### src/logic/fir_pkg.sv
// Shared definitions for the two-channel audio FIR subsystem.
// Widths of samples, coefficients and results, and the channel codes.

package fir_pkg;

    // Channel layout of a frame.
    localparam int CH_NUM   = 2;
    localparam int CH_LEFT  = 0;
    localparam int CH_RIGHT = 1;

    localparam int DATA_WIDTH = 16;  // Signed input samples.
    localparam int COEF_WIDTH = 18;  // Signed tap coefficients.
    localparam int OUT_WIDTH  = 16;  // Signed scaled results.

endpackage

### src/logic/fir_output_scaler.sv
// Output scaler.
// Rounds each channel's wide filter result, shifts it down by OUT_SHIFT
// and saturates it to the output width. Flags clipped channels.

`timescale 1ns/1ps

module fir_output_scaler #(
    parameter int ACC_WIDTH = 38,
    parameter int OUT_SHIFT = 17
) (
    input  logic                                               clk_i,
    input  logic                                               rstn_i,
    input  logic                                               acc_valid_i,
    input  logic [fir_pkg::CH_NUM-1:0][ACC_WIDTH-1:0]          acc_data_i,
    output logic                                               out_valid_o,
    output logic [fir_pkg::CH_NUM-1:0][fir_pkg::OUT_WIDTH-1:0] out_data_o,
    output logic [fir_pkg::CH_NUM-1:0]                         clip_o
);

    localparam int SUM_WIDTH = ACC_WIDTH + 1;  // Room for the rounding carry.
    localparam int SHR_WIDTH = SUM_WIDTH - OUT_SHIFT;
    localparam int PAD_WIDTH = SHR_WIDTH - fir_pkg::OUT_WIDTH + 1;

    localparam logic signed [SUM_WIDTH-1:0] HALF    = SUM_WIDTH'(1) << (OUT_SHIFT - 1);
    localparam logic signed [SHR_WIDTH-1:0] SAT_MAX =
        {{PAD_WIDTH{1'b0}}, {(fir_pkg::OUT_WIDTH - 1){1'b1}}};
    localparam logic signed [SHR_WIDTH-1:0] SAT_MIN =
        {{PAD_WIDTH{1'b1}}, {(fir_pkg::OUT_WIDTH - 1){1'b0}}};

    if (OUT_SHIFT < 1 || SHR_WIDTH < fir_pkg::OUT_WIDTH) begin : g_shift_err
        $error("fir_output_scaler: OUT_SHIFT out of range for ACC_WIDTH");
    end

    logic [fir_pkg::CH_NUM-1:0][fir_pkg::OUT_WIDTH-1:0] sat_data;
    logic [fir_pkg::CH_NUM-1:0]                         sat_clip;

    for (genvar ch = 0; ch < fir_pkg::CH_NUM; ch++) begin : g_ch
        logic signed [SUM_WIDTH-1:0] rnd;
        logic signed [SHR_WIDTH-1:0] shr;
        logic                        over;
        logic                        under;

        assign rnd   = SUM_WIDTH'($signed(acc_data_i[ch])) + HALF;  // Round half up.
        assign shr   = SHR_WIDTH'(rnd >>> OUT_SHIFT);
        assign over  = (shr > SAT_MAX);
        assign under = (shr < SAT_MIN);

        assign sat_data[ch] = over  ? SAT_MAX[fir_pkg::OUT_WIDTH-1:0] :
                              under ? SAT_MIN[fir_pkg::OUT_WIDTH-1:0] :
                                      shr[fir_pkg::OUT_WIDTH-1:0];
        assign sat_clip[ch] = over || under;
    end

    always_ff @(posedge clk_i) begin
        if (!rstn_i) begin
            out_valid_o <= 1'b0;
            clip_o      <= '0;
        end else begin
            out_valid_o <= acc_valid_i;
            clip_o      <= acc_valid_i ? sat_clip : '0;
        end
    end

    always_ff @(posedge clk_i) begin
        if (acc_valid_i) begin
            out_data_o <= sat_data;
        end
    end

    a_clip_only_valid : assert property (
        @(posedge clk_i) disable iff (!rstn_i)
        !out_valid_o |-> (clip_o == '0)
    ) else $error("clip_o set without out_valid_o");

endmodule

### config.mk
export PLATFORM = sky130hd
export DESIGN_NAME = fir_output_scaler
export DESIGN_NICKNAME = d
export VERILOG_FILES = /design/src/logic/fir_pkg.sv /design/src/logic/fir_output_scaler.sv
export SDC_FILE = /design/constraint.sdc
export NUM_CORES = 1
export LEC_CHECK = 0
export BUFFER_PORTS_ARGS = -buffer_cell sky130_fd_sc_hd__buf_4
export CAP_MARGIN = 25
export CORE_ASPECT_RATIO = 0.6
export CORE_MARGIN = 2
export CORE_UTILIZATION = 45
export DETAILED_ROUTE_END_ITERATION = 8
export PLACE_DENSITY_LB_ADDON = 0.25
export SYNTH_ARGS = -nofsm -noshare
export SYNTH_HDL_FRONTEND = slang
export SYNTH_SLANG_ARGS = --single-unit
### constraint.sdc
create_clock -name clk_i -period 3 [get_ports clk_i]
set_clock_uncertainty 0.05 [all_clocks]
set_input_delay 0.15 -clock clk_i [delete_from_list [all_inputs] [get_ports clk_i]]
set_output_delay 0.15 -clock clk_i [all_outputs]
set_load 0.1 [all_outputs]
# Word level (Yosys, flattened, before mapping)
# Cells that the tools add are included.
# totals
mem_count	0
in_bits	79
mem_bits_ro	0
latch_bits	0
elab_cells	15
regBits	35
out_inout_bits	35
mem_bits_rw	0
# op_classes
mux	2
magnitude_cmp	4
multipliers	0
add_sub_neg	2
div_mod_pow	0
shifts	0
bitwise_logic	0
eq_ne	0
reduce_logical	3
# op_table
op	n
38-bit by 18-bit adder with 39-bit output, second input constant	2
22-bit by 16-bit > comparator with 1-bit output, second input constant	2
22-bit by 16-bit less-than comparator with 1-bit output, second input constant	2
16-bit two-way mux	2
1-bit logical OR	2
2-bit AND reduction	1

# Logic depth before layout (Yosys ltp)
# logic_depth
ltp_word	3
depth_mapped	9

# Least setup slack after synthesis
# Ideal clock, no wire load.
# synth_path
kind	in2reg
from	in acc_data_i[16] (netlist name)
to	reg out_data_o[10] (netlist name) (data pin)
required_time_ps	2688
slack_ps	841
stages	9
path_buffers	2
setup_ps	262
arrival_ps	1846
path_cell_list	ha_1 and3_1 and4_1 buf_2 a2111oi_0 a21oi_1 a2bb2oi_2 buf_4 o21ai_0
# synth_via
elab_chain_len	3
# synth_lines
element	line_no	text
from (decl)	fir_output_scaler.sv:14	input logic [fir_pkg::CH_NUM-1:0][ACC_WIDTH-1:0] acc_data_i,
38-bit by 18-bit adder with 39-bit output (*)	fir_output_scaler.sv:43	assign rnd = SUM_WIDTH'($signed(acc_data_i[ch])) + HALF;
22-bit by 16-bit less-than comparator with 1-bit output	fir_output_scaler.sv:46	assign under = (shr < SAT_MIN);
16-bit two-way mux	fir_output_scaler.sv:49	under ? SAT_MIN[fir_pkg::OUT_WIDTH-1:0] :
to (signal assigned)	fir_output_scaler.sv:66	out_data_o <= sat_data;
to (decl)	fir_output_scaler.sv:16	output logic [fir_pkg::CH_NUM-1:0][fir_pkg::OUT_WIDTH-1:0] out_data_o,
# Every way passes the cells marked *; elsewhere a longest branch is shown, timed or not.
# A chain may end at the register's enable or synchronous reset.

# Worst setup path in the final report
# layout_path
from	in acc_data_i[54] (netlist name)
to	reg out_data_o[24] (netlist name) (data pin)
# Same word-level chain as after synthesis.

==> insert_results.sql <==
INSERT INTO impl_metrics (metric_group, metric, value, unit) VALUES
('placed_design', 'place_congestion', '0.8854', ''),
('placed_design', 'numPortBuffers', '81', ''),
('power', 'powerDensity', '495.5', 'nW/um^2'),
('clocking', 'cts_post_setup_buffers_inserted', '0', ''),
('global_route', 'grt.overflow.total', '0', ''),
('final_layout', 'final_net_count', '380', ''),
('floorplan', 'num_rows', '19', ''),
('global_route', 'grt_util_all_layers', '19.29', '%'),
('final_layout', 'area.sequential', '1021', 'sq um'),
('floorplan', 'die_y', '58.37', 'um'),
('critical_path', 'launching_element_type_of_the_critical_path', 'input port', ''),
('sta', 'finalHoldViolations', '0', ''),
('placed_design', 'placedInstanceArea', '2872', 'sq um'),
('final_layout', 'area_delta_synth_final', '33.18', '%'),
('routing', 'drt-vias-per-instance', '5.366', ''),
('clocking', 'numClockSinks', '35', ''),
('sta', 'grt_setup_unrepaired', 'false', ''),
('final_layout', 'multi_input_gate_area_in_the_final_layout', '1137', 'sq um'),
('synthesis', 'post_synth.cell_area_avg', '10.22', 'sq um'),
('routing', 'dr_total_vias', '1948', ''),
('synthesis', 'synth_fp_nets', '298', ''),
('synthesis', 'postSynthRegisterBits', '35', ''),
('clocking', 'postCtsHoldBufs', '0', ''),
('min_path', 'hold_path.class', 'in2reg', ''),
('synthesis', 'synth_enable_flop_cells', '32', ''),
('global_route', 'grt_antenna_before_repair', '0', ''),
('sta', 'drv_slew', '0', ''),
('final_layout', 'diodes', '0', ''),
('clocking', 'root_buffer', 'clkbuf_8', ''),
('floorplan', 'fp.coreArea', '4659', 'sq um'),
('final_layout', 'post_route_cells_drive_above_1_share', '34.67', '%'),
('floorplan', 'die-width', '94.62', 'um'),
('outcome', 'status', 'complete, no violations', ''),
('routing', 'drt_first_iter_violations', '99', ''),
('synthesis', 'synth.top_cells.by_count', 'edfxtp_1 (32), xor2_1 (22), o21ai_0 (21)', ''),
('sta', 'period_share', '75.00', '%'),
('routing', 'drt_first_pass_iters', '4', ''),
('synthesis', 'combined_area_of_all_synthesized_cells', '2217', 'sq um'),
('sta', 'final-setup-viol-count', '0', ''),
('routing', 'route.detailed.drc', '0', ''),
('critical_path', 'worst-setup-path-type', 'in2reg', ''),
('power', 'power_leakage', '1.143', 'nW'),
('critical_path', 'timing.critical_path.fanout_max', '15', ''),
('synthesis', 'synth-async-reset-ratio', '0', '%'),
('synthesis', 'yosys.cell_count.top_type', 'edfxtp_1', ''),
('synthesis', 'synthTopCellsByArea', 'edfxtp_1 (43%), xor2_1 (8.7%), o21ai_0 (4.7%)', ''),
('job', 'max_cap_viol_count', '0', ''),
('sta', 'setup_tns_after_final_layout', '0', 'ns'),
('clocking', 'cts_tree', 'built', ''),
('sta', 'worst_slew_margin_rel', '65.07', '%'),
('power', 'power.ir.vdd_worst', '0.3650', 'mV'),
('synthesis', 'synth_sequential_area_ratio', '46.05', '%'),
('routing', 'antenna_violating_nets_post_route', '0', ''),
('placed_design', 'dpl.hpwl', '4.085', 'mm'),
('clocking', 'ctsLongestPathBuffers', '2', ''),
('global_route', 'grt_pass1_vias', '1729', ''),
('synthesis', 'synth_area_leader_cell', 'edfxtp_1', ''),
('sta', 'min_period', '2.250', 'ns'),
('synthesis', 'synth_top_cell_area_share', '43.34', '%'),
('global_route', 'grt_first_pass_wirelength', '8.293', 'mm'),
('routing', 'wl', '5.278', 'mm'),
('clocking', 'cts_repair_resize_count', '0', ''),
('floorplan', 'ioPinCount', '114', ''),
('routing', 'avgRoutedWirePerCell', '14.54', 'um'),
('floorplan', 'die_area', '5523', 'sq um'),
('critical_path', 'data_arrival_at_the_endpoint_of_the_critical_path', '2.19', 'ns'),
('synthesis', 'synth_cells', '217', ''),
('final_layout', 'final_area', '2953', 'sq um'),
('sta', 'maxClockFrequency', '444.4', 'MHz'),
('synthesis', 'synth-main-ff-cell', 'edfxtp_1', ''),
('clocking', 'cts_inserted_buffers', '5', ''),
('power', 'total_power', '0.001463', 'W'),
('clocking', 'clkTransAtPathRegs', '0.07', 'ns'),
('final_layout', 'fill_cell_count', '404', ''),
('clocking', 'cts.htree.levels', '2', ''),
('floorplan', 'initial_utilization', '47.58', '%'),
('synthesis', 'synthDistinctLibCells', '50', ''),
('critical_path', 'worst_ep_required_time', '2.94', 'ns'),
('global_route', 'grt_start_max_net_pins', '34', ''),
('critical_path', 'setup.worst_path.end_class', 'flop', ''),
('sta', 'worst-slew-pin-transition', '0.5240', 'ns'),
('synthesis', 'yosysWarningCount', '0', '');
-- report_power, final --
group          internal (W)  leakage (nW)  switching, W
combinational      0.000131         0.761      0.000414
sequential         0.000581         0.340     0.0000131
clock              0.000163        0.0422      0.000160
-- state kept, by name (all words and copies together) (netlist names) --
name / count
out_valid_o: 1
clip_o: 2
out_data_o: 32
-- cell type report --
class                           count  area share (%)
Clock inverter                      1          0.1695
Multi-Input combinational cell    170           38.52
Tap cell                           63           2.669
Timing Repair Buffer               82           20.85
Clock buffer                        7           2.585
Sequential cell                    35           34.58
Inverter                            5          0.6356
-- per-stage QoR --
stage / instances / util [%] / worst slack (ns) / hold slack, ns
detailed placement: 355 / 61.63 / 0.5042 / 0.3169
global route: 363 / 63.37 / 0.4879 / 0.01488
finish: 363 / 63.37 / 0.7500 / 0.02727
floorplan: 217 / - / 0.8415 / 0.1927
global placement: 355 / 61.63 / 0.5644 / 0.3168
CTS: 363 / 63.37 / 0.7993 / 0.01994
-- worst paths after layout --
path / to / slack, ns / startpoint / depth (start not counted)
max: out_data_o[24]$_SDFFCE_PN1P_ / 0.75 / acc_data_i[54] / 8
min: clip_o[1]$_SDFF_PN0_ / 0.03 / acc_data_i[75] / 2
-- per-layer routing --
layer | routed length, um | up-vias | track usage, %
li1 | - | 975 | -
met1 | 2644 | 887 | 30.12
met2 | 2159 | 86 | 27.66
met3 | 473 | 0 | 6.146
met4 | 0 | 0 | 0.8282
met5 | 0 | - | 0
-- critical path, stage by stage --
cell	delay, ns
buf_4	0.09
ha_1	0.17
nand3_1	0.21
nor4_1	0.50
nand4_1	0.17
xor2_1	0.21
a41o_1	0.51
o21ai_0	0.18
-- layout by cell type (no fill, tap or decap), types with 2 or more instances in the layout --
master,instances
buf_4,82
edfxtp_1,32
xor2_1,22
o21ai_0,21
nand3_1,19
nand2_1,15
a21oi_1,13
nor2_1,11
xnor2_1,11
nor3_1,6
and4_1,5
inv_1,5
clkbuf_8,5
and3_1,4
nor4_1,3
or2_2,3
o21ai_2,3
dfxtp_1,3
a31oi_1,2
nor2b_1,2
nand4_1,2
ha_1,2
clkbuf_1,2
-- kinds of logic (layout without fill, tap and decap cells) --
logic type | Yosys count | in the layout | synth area share (%)
AND/OR/NAND/NOR | 86 | 86 | 23.48
AO/OA/AOI/OAI | 48 | 48 | 13.21
flip-flops | 35 | 35 | 46.05
XOR/XNOR | 33 | 33 | 13.04
buffers and inverters | 12 | 95 | 2.653
adder cells (fa/ha/maj) | 2 | 2 | 1.128
multiplexers | 1 | 1 | 0.4515
Power figures use the tool's default switching activity.
