**config.mk**
```make
export PLATFORM = sky130hd
export DESIGN_NAME = fir_coef_bank
export DESIGN_NICKNAME = d
export VERILOG_FILES = /design/src/logic/fir_pkg.sv /design/src/logic/fir_coef_bank.sv
export SDC_FILE = /design/constraint.sdc
export NUM_CORES = 1
export LEC_CHECK = 0
export ABC_CLOCK_PERIOD_IN_PS = 1500
export BUFFER_PORTS_ARGS = -buffer_cell sky130_fd_sc_hd__buf_2
export CORE_AREA = 2 2 165 167
export CTS_BUF_LIST = sky130_fd_sc_hd__clkbuf_8
export CTS_CLUSTER_DIAMETER = 30
export CTS_CLUSTER_SIZE = 10
export DETAILED_ROUTE_END_ITERATION = 10
export DIE_AREA = 0 0 167 169
export PLACE_DENSITY = 0.69
export SETUP_SLACK_MARGIN = 0.2
export SYNTH_ARGS = -nofsm -noshare
export SYNTH_HDL_FRONTEND = slang
export SYNTH_SLANG_ARGS = --single-unit
```
**constraint.sdc**
```tcl
create_clock -name clk_i -period 1.5 [get_ports clk_i]
set_clock_uncertainty 0.05 [all_clocks]
set_input_delay 0.15 -clock clk_i [delete_from_list [all_inputs] [get_ports clk_i]]
set_output_delay 0.15 -clock clk_i [all_outputs]
set_load 0.05 [all_outputs]
```
**src/logic/fir_pkg.sv**
```systemverilog
// Shared definitions for the two-channel audio FIR subsystem.
// Widths of samples, coefficients and results, and the channel codes.

package fir_pkg;

    // Channel layout of a frame.
    localparam int CH_NUM   = 2;
    localparam int CH_LEFT  = 0;
    localparam int CH_RIGHT = 1;

    localparam int DATA_WIDTH = 16;  // Signed input samples.
    localparam int COEF_WIDTH = 18;  // Signed tap coefficients.
    localparam int OUT_WIDTH  = 16;  // Signed scaled results.

endpackage

```
**src/logic/fir_coef_bank.sv**
```systemverilog
// Coefficient bank.
// One register per filter tap, loaded through a strobe write port
// and presented to the multipliers all at once.

`timescale 1ns/1ps

module fir_coef_bank #(
    parameter int TAP_NUM = 16
) (
    input  logic                                       clk_i,
    input  logic                                       rstn_i,
    input  logic                                       coef_we_i,
    input  logic [$clog2(TAP_NUM)-1:0]                 coef_addr_i,
    input  logic [fir_pkg::COEF_WIDTH-1:0]             coef_data_i,
    output logic [TAP_NUM-1:0][fir_pkg::COEF_WIDTH-1:0] coefs_o
);

    // Write takes effect on coefs_o the cycle after the strobe.
    always_ff @(posedge clk_i) begin
        if (!rstn_i) begin
            coefs_o <= '0;  // Filter passes silence until loaded.
        end else if (coef_we_i) begin
            coefs_o[coef_addr_i] <= coef_data_i;
        end
    end

    a_addr_in_range : assert property (
        @(posedge clk_i) disable iff (!rstn_i)
        coef_we_i |-> (coef_addr_i < TAP_NUM)
    ) else $error("coefficient write to tap %0d beyond TAP_NUM", coef_addr_i);

endmodule

```
-- Yosys cells after proc, flatten, opt, wreduce, memory -nomap -nowiden
Cells that the tools add are included.
- word-level logic and storage cells: 22
- output and inout port bits: 288
- input port bits: 25
- register bits after elaboration: 288
- magnitude comparators: 2
- muxes and demuxes: 3
- reduce and logical (&&, ||, !) cells: 1
- operator list (operator ; number):
    288-bit bitwise mux ; 1
    18-bit demux with 4-bit select ; 1
    18-bit two-way mux ; 1
    4-bit by 5-bit < comparator with 1-bit output, second input constant ; 1
    4-bit by 1-bit >= comparator with 1-bit output, second input constant ; 1
    1-bit logical AND ; 1

-- Depth between registers and ports, before layout
Gate-level depths: netlist of the first run.
- word-level depth: 5
- gate-level depth with buffers: 6

-- Worst setup path before layout of the first run
Ideal clock, no wire load.
- path type: input port to flip-flop
- from: input coef_addr_i[0]
- to: register coefs_o[277] (netlist name)
- arrival time: 1.266 ns
- library setup time: 0.072 ns
- stages on the path: 5
- buffers on the path: 2
- setup slack: 0.112 ns
- path through: buf_2 -> nand2_1 -> nor2_4 -> buf_2 -> mux2i_1
- word-level cells in the longest chain between the ends: 5
- elaborated cells on any way between the ends: 6
- RTL lines (element ; RTL line ; source):
    start: declaration ; fir_coef_bank.sv:13 ; input logic [$clog2(TAP_NUM)-1:0] coef_addr_i,
    4-bit by 5-bit < comparator with 1-bit output (not written as such) or 4-bit by 1-bit >= comparator with 1-bit output (tied branches) ; fir_coef_bank.sv:23 ; coefs_o[coef_addr_i] <= coef_data_i;
    1-bit logical AND (not written as such) ; fir_coef_bank.sv:23 ;
    18-bit two-way mux (not written as such) ; fir_coef_bank.sv:23 ;
    18-bit demux with 4-bit select (*) ; fir_coef_bank.sv:23 ;
    288-bit bitwise mux (*) ; fir_coef_bank.sv:23 ;
    end signal: indexed assignment ; fir_coef_bank.sv:23 ;
    end: declaration ; fir_coef_bank.sv:15 ; output logic [TAP_NUM-1:0][fir_pkg::COEF_WIDTH-1:0] coefs_o
Every way passes the cells marked *; elsewhere a longest branch is shown, timed or not.
A chain may end at the register's enable or synchronous reset.

-- Final worst setup path of the first run
- from: register coefs_o[11] (netlist name)
- to: output coefs_o[11] (netlist name)
No word-level cell between the ends.

==> results of run 1 <==
==> through the flow <==
step                      hold WS [ns]  utilization
after floorplan                  0.365            -
after global placement           0.389        0.483
after detailed placement         0.393        0.483
after CTS                     0.000844        0.639
after global routing            0.0194        0.673
final                           0.0312        0.673
==> cells in the mapped netlist <==
cell type	instances	area, sq um
mux2i_1	288	2880
nor2_1	1	3.75
nand2b_1	2	12.5
nand3b_2	2	22.5
buf_1	3	11.3
or3_1	3	18.8
nor3b_2	1	12.5
nand3b_1	2	15.0
dfxtp_1	288	5770
and3_1	1	6.26
nor2_4	9	101
buf_4	11	82.6
nand2_1	307	1150
buf_6	5	56.3
clkbuf_1	48	180
nand2_2	1	6.26
buf_2	11	55.1
nand3_2	1	10.0
==> timing repair <==
action	4_1_cts	5_1_grt
buffers inserted	19	54
endpoints found under the hold margin	102	0
hold buffers	10	0
endpoints found under the setup margin	288	280
gates resized for setup	972	128
==> path summary, 6_finish.rpt <==
check | start | endpoint | slack [ns] | depth (start not counted)
min | coef_data_i[17] | coefs_o[233] | 0.03 | 4
max reg2reg | coefs_o[175] | coefs_o[175] | 0.59 | 4
max | coefs_o[11] | coefs_o[11] | 0.18 | 1
min reg2reg | coefs_o[34] | coefs_o[34] | 0.41 | 2
==> area by class of cell <==
class | instances | area share
timing repair buffer | 448 | 0.319
tap | 341 | 0.0239
sequential | 288 | 0.344
clock inverter | 44 | 0.0263
clock buffer | 62 | 0.0479
multi-input combinational | 618 | 0.239
antenna | 2 | 0.000281
==> per-layer routing <==
layer | track usage | routed length, microns | vias to the layer above
met5 | 0 | 0 | -
met2 | 0.422 | 19400 | 376
li1 | - | - | 4103
met3 | 0.0694 | 2560 | 105
met4 | 0.105 | 1560 | 0
met1 | 0.285 | 14600 | 4358
==> tightest hold or removal path, stage by stage <==
cell and delay, ns:
buf_2 0.08, nand2_1 0.04, buf_4 0.21, mux2i_1 0.13
==> power by group <==
part           internal (mW)  switching [mW]  total, mW
logic                  0.577           0.947       1.52
registers               7.76          0.0910       7.85
clock network           5.20            3.83       9.04
total                   13.5            4.87       18.4
==> cell families after synthesis <==
group         synth area share
buf+inv                 0.0371
mux                      0.277
flops                    0.555
simple gates             0.131
==> metrics, run 1 <==
outcome=completed; Synth cell types=18; Slew Limit Fails=0; Leak=7.85 nW; DP Wirelength=20.9 mm; Die X=167 microns; Syn Inst Count=984; via-per-instance ratio=4.96; Post-Place Setup Slack=0.00732 ns; Final Hold Fails=0; Vias=8,942; most frequent cells in the layout=307 x nand2_1, 288 x mux2i_1, 286 x dfxtp_2; # IOs=313; crit path DAT=1.12 ns; # fillers=1,776; peak supply drop=909 uV; post-layout minimum cycle time=1.32 ns; max cap viols=0; number of global-route vias before repair=9,179; routed wire length=38.1 mm; leading cell type in the layout, fill and taps excluded=nand2_1; initial core utilization=0.392; Placer Congestion=0.762; detailed-route wire length per cell=21.1 microns; router iterations before antenna repair=5; RSZ-0062 raised after global routing=true; worst-path cell chain=buf_8; Final Total Pwr=18.4 mW; number of flip-flops in the largest register=288; hold crit path type=in2reg; # setup viols final=0; quantity of I/O buffers inserted on ports=312; Slew @ Worst Pin=0.373 ns; largest net degree at the start of global routing=90; Rows=60; syn_nets=1,009; post-route setup TNS=0 ns; Die ar.=28,200 sq um; worst-skew pair later-pin latency=0.57 ns; Layout area overhead=71.5%; max_slew headroom=0.751; Mapped Avg Cell Area=10.6 sq um; Initial DRC Count=502; clock tree sinks=288; worst-path maximum fanout=2; PwrDens=1030 nW/um^2; largest register by flop count=coefs_o; startpoint types=register; DRC viols=0; H-tree levels=2; placed cell area=12,800 sq um; Syn. warnings=0; CP required=1.30 ns; area of the multi-input gates=4260 sq um; placed cells=1,612; WS Path Type=reg2out; setup slack after layout=0.182 ns; Final Non-Filler Cells=1,803; fraction of the yosys area taken by sequential cells=0.555; remaining global-route overflow=0; initial antenna violation count=2; cell family with most CP delay=flip-flops; Num CTS Buffers=57; layout cells sized above 1=0.577; CTS max path bufs=3; CTS Root Cell=clkbuf_8; Mapped Area=10,400 sq um; CP max stage cell=dfxtp_2; All-Layer GR Usage=0.245; first-pass GRT wire length=53.6 mm; register bit total from synthesis=288; Worst-path clk slew=0.07 ns; ANT nets after route=0; Core ar.=26,500 sq um; Crit path largest cell delay=0.37 ns; CTS tree=built; period utilization=0.879; Seq. cell area=6130 sq um; Die H=169 microns; Final Net Count=1,438; Fmax=759 MHz; Design Area, Final=17,800 sq um; largest registers=coefs_o: 288 flops; Worst Path Buf+Inv=1; crit end category=output port
Power figures use the tool's default switching activity.
==> run 2, diff against run 1 <==
--- a/config.mk
+++ b/config.mk
@@ -5,15 +5,16 @@
 export SDC_FILE = /design/constraint.sdc
 export NUM_CORES = 1
 export LEC_CHECK = 0
+export ABC_AREA = 1
 export ABC_CLOCK_PERIOD_IN_PS = 1500
 export BUFFER_PORTS_ARGS = -buffer_cell sky130_fd_sc_hd__buf_2
-export CORE_AREA = 2 2 165 167
+export CORE_AREA = 2 2 172 174
 export CTS_BUF_LIST = sky130_fd_sc_hd__clkbuf_8
 export CTS_CLUSTER_DIAMETER = 30
 export CTS_CLUSTER_SIZE = 10
 export DETAILED_ROUTE_END_ITERATION = 10
-export DIE_AREA = 0 0 167 169
-export PLACE_DENSITY = 0.69
+export DIE_AREA = 0 0 174 176
+export PLACE_DENSITY = 0.68
 export SETUP_SLACK_MARGIN = 0.2
 export SYNTH_ARGS = -nofsm -noshare
 export SYNTH_HDL_FRONTEND = slang
==> run 2 against run 1 <==
Effect of this change:
- clock-buffer cell count grew 12
- die area grew 8.5%
- register-to-register slack lost 0.32 ns
- via count grew 27%
- worst hold slack gained 0.11 ns
- design area shrank 1.6%
- area after synthesis grew 8.7%
- utilization shrank 5.8 points
- critical path type unchanged
==> metrics, run 2 <==
number of flip-flops in the largest register=288 (unchanged); fraction of the yosys area taken by sequential cells=0.510 (-0.0442); placed cells=2,268 (+41%); crit path DAT=1.09 ns (-0.03 ns); remaining global-route overflow=0 (unchanged); largest registers=coefs_o: 288 flops; Vias=11,300 (+27%); DRC viols=0 (unchanged); outcome=completed; utilization after layout=0.614 (-0.0585); clock tree sinks=288 (unchanged); Mapped Area=11,300 sq um (+8.7%); Leak=7.91 nW (+0.77%); Crit path largest cell delay=0.36 ns (about the same); ANT nets after route=0 (unchanged); CP max stage cell=dfxtp_2; Synth cell types=16 (-2); post-route setup TNS=0 ns (unchanged); detailed-route wire length per cell=16.6 microns (-21%); H-tree levels=3 (+1); CTS tree=built; post-layout minimum cycle time=1.29 ns (-0.0309 ns); Final Non-Filler Cells=2,409 (+34%); worst-skew pair later-pin latency=0.55 ns (-0.02 ns); Rows=62 (+3.3%); # IOs=313 (unchanged); Layout area overhead=55.2%; Die H=176 microns (+4.1%); WS Path Type=reg2out; share of the synthesized area in the top cell type=0.510 (-0.0442); worst-path cell chain=buf_8; Worst path depth=1 (unchanged); EDFF count, synth=0 (unchanged); Slew @ Worst Pin=0.412 ns (+0.0389 ns); Area contributors post-synth=dfxtp_1 51%, nor2_1 19%, nand2_1 18%; worst-path maximum fanout=2 (unchanged); period utilization=0.858 (-0.0206); initial core utilization=0.396 (+0.00343); syn_nets=1,657 (+64%); initial antenna violation count=1 (-1); ys async rst share=0 (unchanged); Core ar.=28,500 sq um (+7.7%); R2R Path Start=coefs_o[3]; Die ar.=30,600 sq um (+8.5%); Worst Setup EP=coefs_o[233]; All-Layer GR Usage=0.252 (+0.00722); startpoint types=register; via-per-instance ratio=4.71 (-5.1%); quantity of I/O buffers inserted on ports=312 (unchanged); Design Area, Final=17,500 sq um (-1.6%); Setup crit start=coefs_o[233]; most frequent cells in the layout=577 x nor2_1, 544 x nand2_1, 264 x dfxtp_2; Syn Inst Count=1,632 (+66%); leading cell type in the layout, fill and taps excluded=nor2_1; routed wire length=40.0 mm (+5.0%); layout cells sized above 1=0.385 (-0.192); Initial DRC Count=861 (+72%); Slew Limit Fails=0 (unchanged); flop2flop setup slack=0.27 ns (-0.32 ns); number of global-route vias before repair=11,100 (+21%); CP required=1.30 ns (about the same); CTS max path bufs=3 (unchanged); router iterations before antenna repair=5 (unchanged); CTS Root Cell=clkbuf_8; R2R Path End=coefs_o[3]; register bit total from synthesis=288 (unchanged); cell family with most CP delay=flip-flops; top post-synthesis cells by count=578 x nor2_1, 544 x nand2_1, 288 x dfxtp_1; largest register by flop count=coefs_o; Worst Path Buf+Inv=1 (unchanged); Synth area leader=dfxtp_1; DP Wirelength=23.0 mm (+10%); largest net degree at the start of global routing=83 (-7.8%); # setup viols final=0 (unchanged); hold slack=0.137 ns (+0.105 ns); Placer Congestion=0.763 (+0.16%); PwrDens=1100 nW/um^2 (+6.4%); RSZ-0062 raised after global routing=true; Final Net Count=1,998 (+39%); Syn. warnings=0 (unchanged); first-pass GRT wire length=60.7 mm (+13%); Num CTS Buffers=66 (+16%); Fmax=777 MHz (+2.4%); most numerous cell in the Yosys netlist=nor2_1; placed cell area=13,400 sq um (+4.3%); # fillers=2,345 (+32%); peak supply drop=718 uV (-21%); max cap viols=0 (unchanged); crit end category=output port; max_slew headroom=0.725 (-0.0266); r2r worst-path depth=5 (+1); Mapped Avg Cell Area=6.92 sq um (-34%); Die X=174 microns (+4.2%); Worst-path clk slew=0.07 ns (about the same); top_reg_cell synth=dfxtp_1; Final Hold Fails=0 (unchanged); hold crit path type=in2reg
## run 2: changes by cell type in the layout (fill, tap and decap cells not counted), sizes merged, moves of 3 or more
cell,before,now
buf,438,357
bufinv,7,2
clkbuf,62,75
dlygate4sd3,10,20
inv,13,74
mux2i,288,0
nand2,308,544
nand3,1,6
nand3b,4,0
nand4,0,36
nor2,10,594
or3,3,0
## run 2: how the worst min path moves through the flow
stage                          from  slack (ns)            to  depth (start not counted)
finish                    coef_we_i        0.14  coefs_o[146]                          5
global placement     coef_data_i[8]        0.36  coefs_o[224]                          3
floorplan           coef_data_i[10]        0.23   coefs_o[10]                          2
CTS                       coef_we_i        0.11  coefs_o[146]                          5
global route              coef_we_i        0.14  coefs_o[146]                          5
detailed placement   coef_data_i[9]        0.37    coefs_o[9]                          3
## run 2: cells by family after synthesis
| kind of cell | count (synthesis) | share of synthesized area |
|---|---|---|
| simple gates | 1180 | 0.415 |
| buf+inv | 164 | 0.0749 |
| flops | 288 | 0.510 |
## run 2: final cells by class
cell class	count	area, sq um	share of cell area
flip-flops and latches	288	6180	0.353
diodes	1	2.50	0.000143
multi-input cells	1180	4690	0.267
well taps	384	480	0.0274
clock buffers	74	1020	0.0581
clock inverters	45	362	0.0206
inverters	59	221	0.0126
repair buffers	378	4580	0.261
## run 2: routing by layer
layer  vias to the layer above  GRT usage  part of all wire
met2                       481      0.429              0.49
met3                       101     0.0736             0.081
met4                         0      0.109             0.033
met1                      5188      0.297              0.40
met5                         -          0                 0
li1                       5572          -                 -
## run 2: power by group
group          switching [mW]  internal [mW]  total, mW
combinational            1.45          0.730       2.18
sequential              0.151           7.82       7.97
clock                    4.04           5.07       9.11
## run 2: timing repair
action / 4_1_cts / 5_1_grt
buffers inserted: 0 / 1
endpoints found under the setup margin: 288 / 96
cloned: 0 / 0
hold endpoints to repair: 45 / 0
resized for setup: 916 / 69
hold buffers: 20 / 0
## run 2: per-stage QoR
stage                     power (mW)  worst slack [ns]
after global routing            20.0             0.179
final                           19.3             0.213
after detailed placement        9.94            0.0641
after global placement          9.92             0.105
after floorplan                 9.37             0.255
after CTS                       19.4             0.160
