==> src/logic/fir_pkg.sv <==
// Shared definitions for the two-channel audio FIR subsystem.
// Widths of samples, coefficients and results, and the channel codes.

package fir_pkg;

    // Channel layout of a frame.
    localparam int CH_NUM   = 2;
    localparam int CH_LEFT  = 0;
    localparam int CH_RIGHT = 1;

    localparam int DATA_WIDTH = 16;  // Signed input samples.
    localparam int COEF_WIDTH = 18;  // Signed tap coefficients.
    localparam int OUT_WIDTH  = 16;  // Signed scaled results.

endpackage

==> src/logic/fir_sample_framer.sv <==
// Sample framer.
// Pairs each left sample strobe with the right strobe that follows it
// and emits both channels as one frame. Unpaired strobes set a sticky
// framing error flag.

`timescale 1ns/1ps

module fir_sample_framer (
    input  logic                                                  clk_i,
    input  logic                                                  rstn_i,
    input  logic                                                  sample_valid_i,
    input  logic                                                  sample_chan_i,
    input  logic [fir_pkg::DATA_WIDTH-1:0]                        sample_data_i,
    output logic                                                  frame_valid_o,
    output logic [fir_pkg::CH_NUM-1:0][fir_pkg::DATA_WIDTH-1:0]   frame_data_o,
    output logic                                                  framing_err_o
);

    logic                           armed;   // Left sample waiting for its right.
    logic [fir_pkg::DATA_WIDTH-1:0] left_q;
    logic                           is_left;
    logic                           pair_ok;

    assign is_left = (sample_chan_i == 1'(fir_pkg::CH_LEFT));
    assign pair_ok = sample_valid_i && !is_left && armed;

    always_ff @(posedge clk_i) begin
        if (!rstn_i) begin
            armed         <= 1'b0;
            frame_valid_o <= 1'b0;
            framing_err_o <= 1'b0;
        end else begin
            frame_valid_o <= pair_ok;
            if (sample_valid_i) begin
                if (is_left) begin
                    armed <= 1'b1;
                    if (armed) begin
                        framing_err_o <= 1'b1;  // Left overwritten before pairing.
                    end
                end else if (armed) begin
                    armed <= 1'b0;
                end else begin
                    framing_err_o <= 1'b1;  // Orphan right sample, dropped.
                end
            end
        end
    end

    // Sample storage and frame assembly.
    always_ff @(posedge clk_i) begin
        if (sample_valid_i && is_left) begin
            left_q <= sample_data_i;
        end
        if (pair_ok) begin
            frame_data_o[fir_pkg::CH_LEFT]  <= left_q;
            frame_data_o[fir_pkg::CH_RIGHT] <= sample_data_i;
        end
    end

    // A frame only ever comes out of an armed pair.
    a_frame_needs_armed : assert property (
        @(posedge clk_i) disable iff (!rstn_i)
        frame_valid_o |-> $past(armed)
    ) else $error("frame_valid_o without a pending left sample");

endmodule

==> config.mk <==
export PLATFORM = sky130hd
export DESIGN_NAME = fir_sample_framer
export DESIGN_NICKNAME = d
export VERILOG_FILES = /design/src/logic/fir_pkg.sv /design/src/logic/fir_sample_framer.sv
export SDC_FILE = /design/constraint.sdc
export NUM_CORES = 1
export LEC_CHECK = 0
export BUFFER_PORTS_ARGS = -buffer_cell sky130_fd_sc_hd__buf_2
export CAP_MARGIN = 20
export CELL_PAD_IN_SITES_DETAIL_PLACEMENT = 1
export CELL_PAD_IN_SITES_GLOBAL_PLACEMENT = 1
export CORE_ASPECT_RATIO = 2
export CORE_MARGIN = 4
export CORE_UTILIZATION = 43
export CTS_CLUSTER_SIZE = 28
export DETAILED_ROUTE_END_ITERATION = 6
export GPL_ROUTABILITY_DRIVEN = 0
export PLACE_DENSITY_LB_ADDON = 0.2
export SLEW_MARGIN = 40
export SYNTH_ARGS = -nofsm -noshare
export SYNTH_HDL_FRONTEND = slang
export SYNTH_SLANG_ARGS = --single-unit
export TNS_END_PERCENT = 50
==> constraint.sdc <==
create_clock -name clk_i -period 4.99 [get_ports clk_i]
set_input_delay 0.2495 -clock clk_i [delete_from_list [all_inputs] [get_ports clk_i]]
set_output_delay 0.2495 -clock clk_i [all_outputs]
set_load 0.02 [all_outputs]
Yosys cells after proc, flatten, opt, wreduce, memory -nomap -nowiden
Cells that the tools add are included.

storage, ports and cells
  logic and storage cells = 17
  register bits after elaboration = 51

cells by class
  bitwise operators = 1
  equality and inequality tests = 1
  muxes and demuxes = 4
  reductions and logical operators = 5

operators by type and width
  operator                                      number
  1-bit two-way mux                             4
  1-bit logical AND                             3
  3-bit AND reduction                           1
  2-bit inequality test, second input constant  1
  2-bit nonzero test                            1
  1-bit NOT                                     1

Logic depth before layout (Yosys ltp)
Gate-level depths: netlist of run 1.

  word-level depth = 2
  depth in mapped cells = 2

Worst setup path before layout of run 1
OpenSTA, ideal clock, no wires.

  kind = register to register
  start point = register armed
  end point = register frame_data_o[0] in the netlist's numbering, enable pin
  clock period less this slack = 1.584 ns
  stages on the path, launching flop included = 2
  path buffers = 0
  arrival = 1.191 ns
  library setup time = 0.393 ns
  setup slack = 3.406 ns
  cell sequence = dfxtp_1 -> and3_1

between the ends
  longest elaborated chain between the ends = 1

ends and longest elaborated chain
  item                           RTL line                 source
  start, declared                fir_sample_framer.sv:19  logic armed;
  start signal, assigned         fir_sample_framer.sv:29  armed <= 1'b0;
  start signal, assigned         fir_sample_framer.sv:36  armed <= 1'b1;
  start signal, assigned         fir_sample_framer.sv:41  armed <= 1'b0;
  1-bit logical AND              fir_sample_framer.sv:25  assign pair_ok = sample_valid_i && !is_left && armed;
  named net pair_ok              fir_sample_framer.sv:22  logic pair_ok;
  end signal, assigned by index  fir_sample_framer.sv:55  frame_data_o[fir_pkg::CH_LEFT] <= left_q;
  end signal, assigned by index  fir_sample_framer.sv:56  frame_data_o[fir_pkg::CH_RIGHT] <= sample_data_i;
  end, declared                  fir_sample_framer.sv:15  output logic [fir_pkg::CH_NUM-1:0][fir_pkg::DATA_WIDTH-1:0] frame_data_o,

The timed path passes the listed nets, and every way through them passes these cells.
A chain may end at the register's enable or synchronous reset.

Worst setup path after layout of run 1
  start point = register armed
  end point = register frame_data_o[7] in the netlist's numbering, enable pin

The elaborated chain is that of the path after synthesis.

==> results of run 1 <==
[cell usage in the layout (no fill, tap or decap)]
master,n
and2_1,1
and2b_1,1
and3_1,1
buf_2,53
buf_4,1
bufinv_16,1
clkbuf_8,5
clkinv_2,1
clkinv_4,1
dfxtp_1,3
edfxtp_1,48
nand2_1,3
o211a_1,1
o21ai_1,1
xnor2_1,1
[sequential cells by signal (all words and copies together) (netlist names)]
register / flops
armed: 1
frame_data_o: 32
frame_valid_o: 1
framing_err_o: 1
left_q: 16
[through the flow]
step                hold slack [ns]  util, %
floorplan                     0.348        -
global placement              0.401     54.7
detailed placement            0.407     54.7
CTS                           0.129     58.0
global route                  0.115     58.0
finish                        0.136     58.0
[kinds of logic (layout without fill, tap and decap cells)]
logic type / Yosys count / count (layout) / synth area share [%]
AOI/OAI and AO/OA: 2 / 2 / 0.964
xor gates and xnor gates: 1 / 1 / 0.563
buffers and inverters: 0 / 62 / 0
DFF: 51 / 51 / 96.5
and+or+nand+nor: 6 / 6 / 2.01
[power by group through the flow]
stage | Clock [mW] | Combinational, mW | Sequential (mW)
after floorplan | 0 | 0.00635 | 0.506
after global placement | 0 | 0.0308 | 0.499
after detailed placement | 0 | 0.0325 | 0.500
after CTS | 0.285 | 0.0327 | 0.491
after global routing | 0.307 | 0.0346 | 0.492
final | 0.277 | 0.0317 | 0.490
[critical path, stage by stage, from the launching register on]
cell and delay (ns):
dfxtp_1 0.37, and3_1 0.56, buf_4 0.39
[routing by layer]
layer	share of wire, %	vias up	global-route usage (%)
li1	-	356	-
met1	32	371	12.4
met2	59	34	24.1
met3	7.0	4	3.99
met4	1.9	0	8.09
met5	0	-	0
[cell type report]
cell class	count	area [um^2]	share of cell area, %
flip-flops and latches	51	1500	75.0
repair buffers	54	273	13.6
clock buffers	5	68.8	3.44
well taps	48	60.1	3.00
multi-input cells	9	55.1	2.75
clock inverters	3	43.8	2.19
[worst min-delay path by stage]
stage,startpoint,to,cells past startpoint
after global placement,left_q[11],frame_data_o[11],0
after detailed placement,left_q[5],frame_data_o[5],0
after floorplan,sample_data_i[0],frame_data_o[16],0
final,sample_data_i[12],left_q[12],1
after CTS,sample_data_i[14],frame_data_o[30],1
after global routing,sample_data_i[7],frame_data_o[23],1
==> metrics.cfg, run 1 <==
[global_routing]
gr-usage-all-layers_pct = 13.3
antenna_found_initial = 0
grt_max_degree = 21
grt_overflow_total = 0
grt_pass1_vias = 846
grt_first_pass_wirelength_mm = 4.35

[clock_tree]
cts_setup_buffers = 0
clkTransAtPathRegs_ns = 0.09
cts-buffers-inserted = 5
insertion_delay_ns = 0.30
ctsResizeCount = 0
htreeDepth = 2
clockBufferDepth = 2
cts_tree = done
clock-sinks = 51
cts_root_buffer = clkbuf_8
ctsHoldBuffers = 0

[min_path]
hold_path_class = in2reg

[power_and_ir_drop]
p_leak_nw = 0.773
pwr-share-comb_pct = 4.0
cellInternalPower_mw = 0.646
swShare_pct = 19.1
clockPowerShare_pct = 34.7
total_power_mw = 0.799
power_density_mw_per_mm2 = 399
peakVddDrop_uv = 323
p_seq_share_pct = 61.4
p_switching_mw = 0.153

[layout]
fillers = 336
design_area_mm2 = 0.00200
final_nets = 141
drive_above_1_share_pct = 50.8
final_cell_count_no_fill = 170
areaGrowthSynthToFinish_pct = 28.6
antenna_cells = 0

[place]
place_ws_ns = 3.30
place_hpwl_mm = 2.06
dpl.cell_count = 162
io_buffers = 53
dpl_cell_area_mm2 = 0.00189

[floorplanning]
die_w_um = 50.5
die_area_mm2 = 0.00470
ioPinCount = 54
initial_core_util_pct = 45.1
core-area_mm2 = 0.00345
row_count = 30
die_h_um = 93.1

[logic_synthesis]
ys_warn_count = 0
ys.flop_type = edfxtp_1
avgSynthCellArea_um2 = 25.9
synth_area_mm2 = 0.00156
synthArstFlopShare_pct = 0
syn_inst = 60
ys_ff_latch = 51
synth_top_area_share_pct = 92.6
ys_seq_area_share_pct = 96.5
synthDistinctLibCells = 9
synthTopCellsByArea = edfxtp_1 (93%), dfxtp_1 (3.9%), nand2_1 (0.72%)
post-synth-top-count-cell = edfxtp_1
synth_edf_count = 48
synth_top_area_cell = edfxtp_1
syn-num-nets = 80
ys_top_cells_by_count = edfxtp_1 (48), dfxtp_1 (3), nand2_1 (3)

[timing]
finalHoldViolCount = 0
tns_ns = 0
skew_ns = 0.00893
slew_headroom_pct = 54.9
tightestPinTransition_ns = 0.676
fin_crit_sh_pct = 32.6
fmax_ghz = 0.614
rsz0062_at_grt = no
slew_violations = 0
setup_violations = 0
setup_slack_ns = 3.36
period_minus_slack_ns = 1.63

[worst_setup_path]
regToRegEndpoint = frame_data_o[7]
reg2reg_setup_slack_ns = 3.36
crit_path_end = frame_data_o[7]
reg2regPathDepth = 2
crit_required_ns = 4.97
worstSetupEndpointType = flip-flop
critPathKind = reg2reg
worstPathMaxFanout = 20
startpoint = armed
cp-start-kind = flip-flop
r2r-start = armed
crit_arrival_ns = 1.61

[routing]
firstDrtPassIters = 2
wl_per_cell_um = 16.7
drt-total-wl_mm = 2.83
drt_first_iter_violations = 12
drc = 0
vias = 765
postRouteAntennaNets = 0
via_per_inst = 4.50

[flow_run]
cap_violations = 0

[status]
outcome = finished, final reports clean

(Power assumes the default switching activity.)
==> run 2: changes to the inputs <==
Settings changed: ABC_AREA set to 1, CORE_UTILIZATION 43 to 36.
Clock period 4.99 ns to 1.3 ns, I/O delays scaled along.
==> metrics.cfg, run 2 <==
[place]
place_hpwl_mm = 1.81  ; -12%
io_buffers = 53  ; unchanged

[logic_synthesis]
avgSynthCellArea_um2 = 23.7  ; -8.5%
synth_top_area_cell = edfxtp_1
synth_edf_count = 48  ; unchanged
post-synth-top-count-cell = edfxtp_1
ys_seq_area_share_pct = 95.8  ; -0.62 points
synthDistinctLibCells = 9  ; unchanged
ys_ff_latch = 51  ; unchanged
ys.flop_type = edfxtp_1
ys_top_cells_by_count = edfxtp_1 (48), inv_1 (6), nand2_1 (4), dfxtp_1 (3)
syn-num-nets = 86  ; +7.5%
synth_area_mm2 = 0.00157  ; +0.64%
synthArstFlopShare_pct = 0  ; unchanged
synthTopCellsByArea = edfxtp_1 (92%), dfxtp_1 (3.8%), inv_1 (1.4%)
ys_warn_count = 0  ; unchanged
syn_inst = 66  ; +10%
synth_top_area_share_pct = 92.0  ; -0.59 points

[worst_setup_path]
reg2regPathDepth = 3  ; +1
critPathTopFamily = flip-flops
crit_buf_inv = 1  ; unchanged
worstPathMaxFanout = 32  ; +60%
worstSetupEndpointType = flip-flop
path_cells = nand2_2 > nor2_4 > buf_12
crit_path_top_delay_cell = dfxtp_2
r2r-start = armed
crit_required_ns = 1.29  ; -3.68 ns
crit_arrival_ns = 1.08  ; -0.53 ns
critPathKind = reg2reg
crit_path_max_incr_delay_ns = 0.35  ; -0.21 ns
reg2reg_setup_slack_ns = 0.21  ; -3.15 ns
regToRegEndpoint = frame_data_o[27]
cp-start-kind = flip-flop

[global_routing]
grt_max_degree = 33  ; +57%
grt_overflow_total = 0  ; unchanged
grt_pass1_vias = 877  ; +3.7%
grt_first_pass_wirelength_mm = 3.95  ; -9.2%
antenna_found_initial = 0  ; unchanged
gr-usage-all-layers_pct = 10.6  ; -2.7 points

[clock_tree]
clock-sinks = 51  ; unchanged
cts_tree = done
clkTransAtPathRegs_ns = 0.08  ; about the same
ctsHoldBuffers = 16  ; +16
cts_setup_buffers = 0  ; unchanged
cts_root_buffer = clkbuf_8
htreeDepth = 2  ; unchanged
clockBufferDepth = 2  ; unchanged
cts-buffers-inserted = 5  ; unchanged
insertion_delay_ns = 0.29  ; about the same
ctsResizeCount = 0  ; unchanged

[layout]
largest_reg_flops = 32  ; unchanged
top_regs = frame_data_o x32, left_q x16
top_register = frame_data_o
antenna_cells = 0  ; unchanged
areaGrowthSynthToFinish_pct = 42.3
layout_commonest_cell = buf_2
final_cell_mix = buf_2 (53), edfxtp_1 (48), dlygate4sd3_1 (16), inv_1 (6), clkbuf_8 (5)
drive_above_1_share_pct = 45.5  ; -5.3 points
final_nets = 164  ; +16%

[timing]
rsz0062_at_grt = no
period_minus_slack_ns = 1.09  ; -0.537 ns
skew_ns = 0.00403  ; -0.00490 ns
tightestPinTransition_ns = 0.213  ; -0.463 ns
slew_headroom_pct = 85.8  ; +31 points
setup_violations = 0  ; unchanged
slew_violations = 0  ; unchanged
finalHoldViolCount = 0  ; unchanged
fmax_ghz = 0.916  ; +49%
whs_ns = 0.0382  ; -0.0981 ns
fin_crit_sh_pct = 83.9  ; +51 points

[power_and_ir_drop]
power_density_mw_per_mm2 = 1450  ; +260%
p_leak_nw = 0.865  ; +12%
peakVddDrop_uv = 1260  ; +290%
total_power_mw = 3.23  ; +300%

[routing]
vias = 836  ; +9.3%
firstDrtPassIters = 4  ; +2
drc = 0  ; unchanged
drt-total-wl_mm = 2.58  ; -8.9%
via_per_inst = 4.24  ; -5.7%
postRouteAntennaNets = 0  ; unchanged
wl_per_cell_um = 13.1  ; -21%
drt_first_iter_violations = 11  ; -1

[floorplanning]
die_area_mm2 = 0.00553  ; +18%
core-area_mm2 = 0.00417  ; +21%
initial_core_util_pct = 37.6  ; -7.5 points
ioPinCount = 54  ; unchanged
row_count = 33  ; +10%
die_h_um = 101  ; +8.8%
die_w_um = 54.6  ; +8.1%

[status]
outcome = finished, final reports clean

[flow_run]
cap_violations = 0  ; unchanged

[min_path]
hold_path_class = in2reg
hold_end = framing_err_o
min-delay-start = rstn_i
hold_depth = 3  ; +2

## run 2: cell count changes after synthesis, sizes merged
cell	before	now
inv	0	6
a21oi	0	2
and2	1	0
and2b	1	0
and3	1	0
nand2	3	4
nand3	0	1
nor2	0	1
nor3	0	1
o211a	1	0
o21ai	1	0
xnor2	1	0
## run 2: stage by stage
step	utilization (%)	worst slack, ns	TNS (ns)	cell area, um^2	std cells
after detailed placement	46.4	0.209	0	1940	173
final	53.4	0.209	0	2230	197
after global placement	46.4	0.259	0	1940	173
after floorplan	-	-0.00818	-0.262	1580	66
after CTS	53.4	0.201	0	2230	197
after global routing	53.4	0.165	0	2230	197
## run 2: logic make-up (layout without fill, tap and decap cells)
kind of cell / after synthesis / in the layout / share of synthesized area [%]
buf+inv: 6 / 85 / 1.44
simple gates: 7 / 7 / 1.84
flops: 51 / 51 / 95.8
compound gates: 2 / 2 / 0.878
## run 2: area by class of cell
cell class                      count  area, um^2
Clock buffer                        6        72.6
Clock inverter                      2        60.1
Fill cell                         399        1940
Inverter                            6        22.5
Multi-Input combinational cell      9        52.6
Sequential cell                    51        1500
Tap cell                           52        65.1
Timing Repair Buffer               71         453
## run 2: how the worst max path moves through the flow
stage	from	to	slack, ns	cells past startpoint
after CTS	armed	frame_data_o[16]	0.20	3
after global placement	armed	frame_data_o[7]	0.26	3
final	armed	frame_data_o[27]	0.21	3
after floorplan	armed	frame_data_o[0]	-0.008	2
after detailed placement	armed	frame_data_o[10]	0.21	3
after global routing	armed	frame_data_o[26]	0.16	3
## run 2: where the power goes
part | switching (mW) | internal, mW
combinational | 0.0776 | 0.0725
sequential | 0.0133 | 1.85
clock | 0.448 | 0.768
## run 2: per-layer routing
layer  part of all wire [%]  track usage, %  routed length [um]  vias to the layer above
li1                       -               -                   -                      401
met4                    1.2            6.91                  31                        0
met1                     33            9.77                 842                      398
met5                      0               0                   0                        -
met2                     58            18.2                1510                       35
met3                    7.7            3.83                 198                        2
## run 2: tightest hold or removal path, stage by stage
cell and delay [ns]:
buf_2 0.07, inv_1 0.05, a21oi_2 0.10
==> run 3: changes to the inputs <==
Clock period 1.3 ns to 1 ns, I/O delays scaled along.
==> metrics.cfg, run 3 (synthesis gave the netlist of run 2 again) <==
[min_path]
min-delay-start = rstn_i
hold_path_class = in2reg
hold_end = framing_err_o
hold_depth = 3  ; unchanged

[worst_setup_path]
crit_buf_inv = 1  ; unchanged
r2r-start = armed
worstPathMaxFanout = 9  ; -72%
critPathKind = reg2reg
crit_path_max_incr_delay_ns = 0.35  ; about the same
reg2regPathDepth = 3  ; unchanged
critPathTopFamily = flip-flops
regToRegEndpoint = frame_data_o[9]
crit_arrival_ns = 1.04  ; -0.04 ns
crit_required_ns = 1.00  ; -0.29 ns
path_cells = nand2_2 > nor2_4 > buf_4
worstSetupEndpointType = flip-flop
reg2reg_setup_slack_ns = -0.05  ; -0.26 ns
cp-start-kind = flip-flop
crit_path_top_delay_cell = dfxtp_2

[global_routing]
grt_max_degree = 24  ; -27%
grt_overflow_total = 0  ; unchanged
gr-usage-all-layers_pct = 10.8  ; +0.22 points
grt_pass1_vias = 879  ; +0.23%
grt_first_pass_wirelength_mm = 4.08  ; +3.3%
antenna_found_initial = 0  ; unchanged

[routing]
drc = 0  ; unchanged
wl_met3_um = 211  ; +6.6%
vias = 848  ; +1.4%
via_per_inst = 4.26  ; +0.42%
drt-met1-wl_um = 857  ; +1.8%
wl_met2_mm = 1.45  ; -3.8%
postRouteAntennaNets = 0  ; unchanged
top_layer = met4
firstDrtPassIters = 3  ; -1
wl_per_cell_um = 12.9  ; -1.3%
drt_first_iter_violations = 7  ; -4
drt-total-wl_mm = 2.57  ; -0.31%

[layout]
top_register = frame_data_o
antenna_cells = 0  ; unchanged
final_util_pct = 54.1  ; +0.66 points
top_regs = frame_data_o x32, left_q x16
fillers = 405  ; +1.5%
final_cell_count_no_fill = 199  ; +1.0%
final_cell_mix = buf_2 (53), edfxtp_1 (48), dlygate4sd3_1 (16), inv_1 (6), clkbuf_8 (5)
layout_commonest_cell = buf_2
areaGrowthSynthToFinish_pct = 44.0
final_nets = 166  ; +1.2%
largest_reg_flops = 32  ; unchanged
drive_above_1_share_pct = 46.3  ; +0.74 points

[floorplanning]
core-area_mm2 = 0.00417  ; unchanged
row_count = 33  ; unchanged
ioPinCount = 54  ; unchanged
die_w_um = 54.6  ; unchanged
initial_core_util_pct = 37.6  ; unchanged
die_h_um = 101  ; unchanged
die_area_mm2 = 0.00553  ; unchanged

[place]
io_buffers = 53  ; unchanged
place_hpwl_mm = 1.87  ; +3.4%
dpl.cell_count = 175  ; +1.2%

[timing]
slew_violations = 0  ; unchanged
tns_ns = -1.22  ; -1.22 ns
setup_violations = 32  ; +32
skew_ns = 0.00416  ; +0.000137 ns
fmax_ghz = 0.955  ; +4.2%
rsz0062_at_grt = yes
tightestPinTransition_ns = 0.134  ; -0.0783 ns
setup_slack_ns = -0.0472  ; -0.256 ns
period_minus_slack_ns = 1.05  ; -0.0442 ns
fin_crit_sh_pct = 105  ; +21 points
finalHoldViolCount = 0  ; unchanged
slew_headroom_pct = 91.0  ; +5.2 points

[clock_tree]
cts-buffers-inserted = 5  ; unchanged
insertion_delay_ns = 0.28  ; about the same
ctsResizeCount = 0  ; unchanged
cts_root_buffer = clkbuf_8
cts_setup_buffers = 0  ; unchanged
htreeDepth = 2  ; unchanged
clock-sinks = 51  ; unchanged
clockBufferDepth = 2  ; unchanged
clkTransAtPathRegs_ns = 0.08  ; about the same
cts_tree = done

[power_and_ir_drop]
p_leak_nw = 0.878  ; +1.5%
peakVddDrop_uv = 1550  ; +23%
power_density_mw_per_mm2 = 1860  ; +28%

[flow_run]
cap_violations = 0  ; unchanged

[status]
violations = setup timing
outcome = complete, but fails checks

run 3: cell types whose count changed in the layout (fill, tap and decap cells not counted), sizes merged:
cell  previous run  this run
buf             55        57
run 3: worst register-to-register path: cells and delay by family, from the launching register on:
| family | cells | cell delay, ns |
|---|---|---|
| DFF | 1 | 0.35 |
| buffers and inverters | 1 | 0.19 |
| and+or+nand+nor | 2 | 0.21 |
run 3: worst max-delay path by stage:
stage / startpoint / end / slack, ns / depth (start not counted)
6_report: armed / frame_data_o[9] / -0.05 / 3
5_1_grt: armed / frame_data_o[13] / -0.09 / 3
4_1_cts: armed / frame_data_o[13] / -0.06 / 3
3_5_place_dp: armed / frame_data_o[13] / -0.05 / 3
3_3_place_gp: armed / frame_data_o[7] / -0.01 / 3
2_1_floorplan: armed / frame_data_o[0] / -0.31 / 2
run 3: where the power goes:
part	switching, mW	total (mW)	internal (mW)
registers	0.0184	2.43	2.41
clock network	0.572	1.57	0.998
logic	0.100	0.202	0.102
run 3: area by class of cell:
type / instances / area, um^2 / share of cell area [%]
Clock buffer: 6 / 72.6 / 3.22
Sequential cell: 51 / 1500 / 66.6
Tap cell: 52 / 65.1 / 2.88
Clock inverter: 2 / 60.1 / 2.66
Inverter: 6 / 22.5 / 0.998
Timing Repair Buffer: 73 / 480 / 21.3
Multi-Input combinational cell: 9 / 52.6 / 2.33
run 3: layer usage:
layer / global-route usage [%] / up-vias
met5: 0 / -
met1: 10.6 / 399
li1: - / 407
met3: 4.12 / 6
met2: 18.2 / 36
met4: 6.33 / 0
run 3: metrics by stage:
stage	instance area [um^2]	worst slack, ns	total power, mW	hold WS (ns)
after global routing	2260	-0.0887	4.40	0.0340
final	2260	-0.0472	4.20	0.0353
after global placement	1960	-0.0134	2.62	0.240
after CTS	2260	-0.0591	4.26	0.0331
after floorplan	1580	-0.308	2.54	0.149
after detailed placement	1960	-0.0475	2.64	0.243
run 3: repair_timing:
action	in CTS	in global routing
cloned	0	0
hold buffers	16	0
hold endpoints to repair	32	0
setup endpoints to repair	32	32
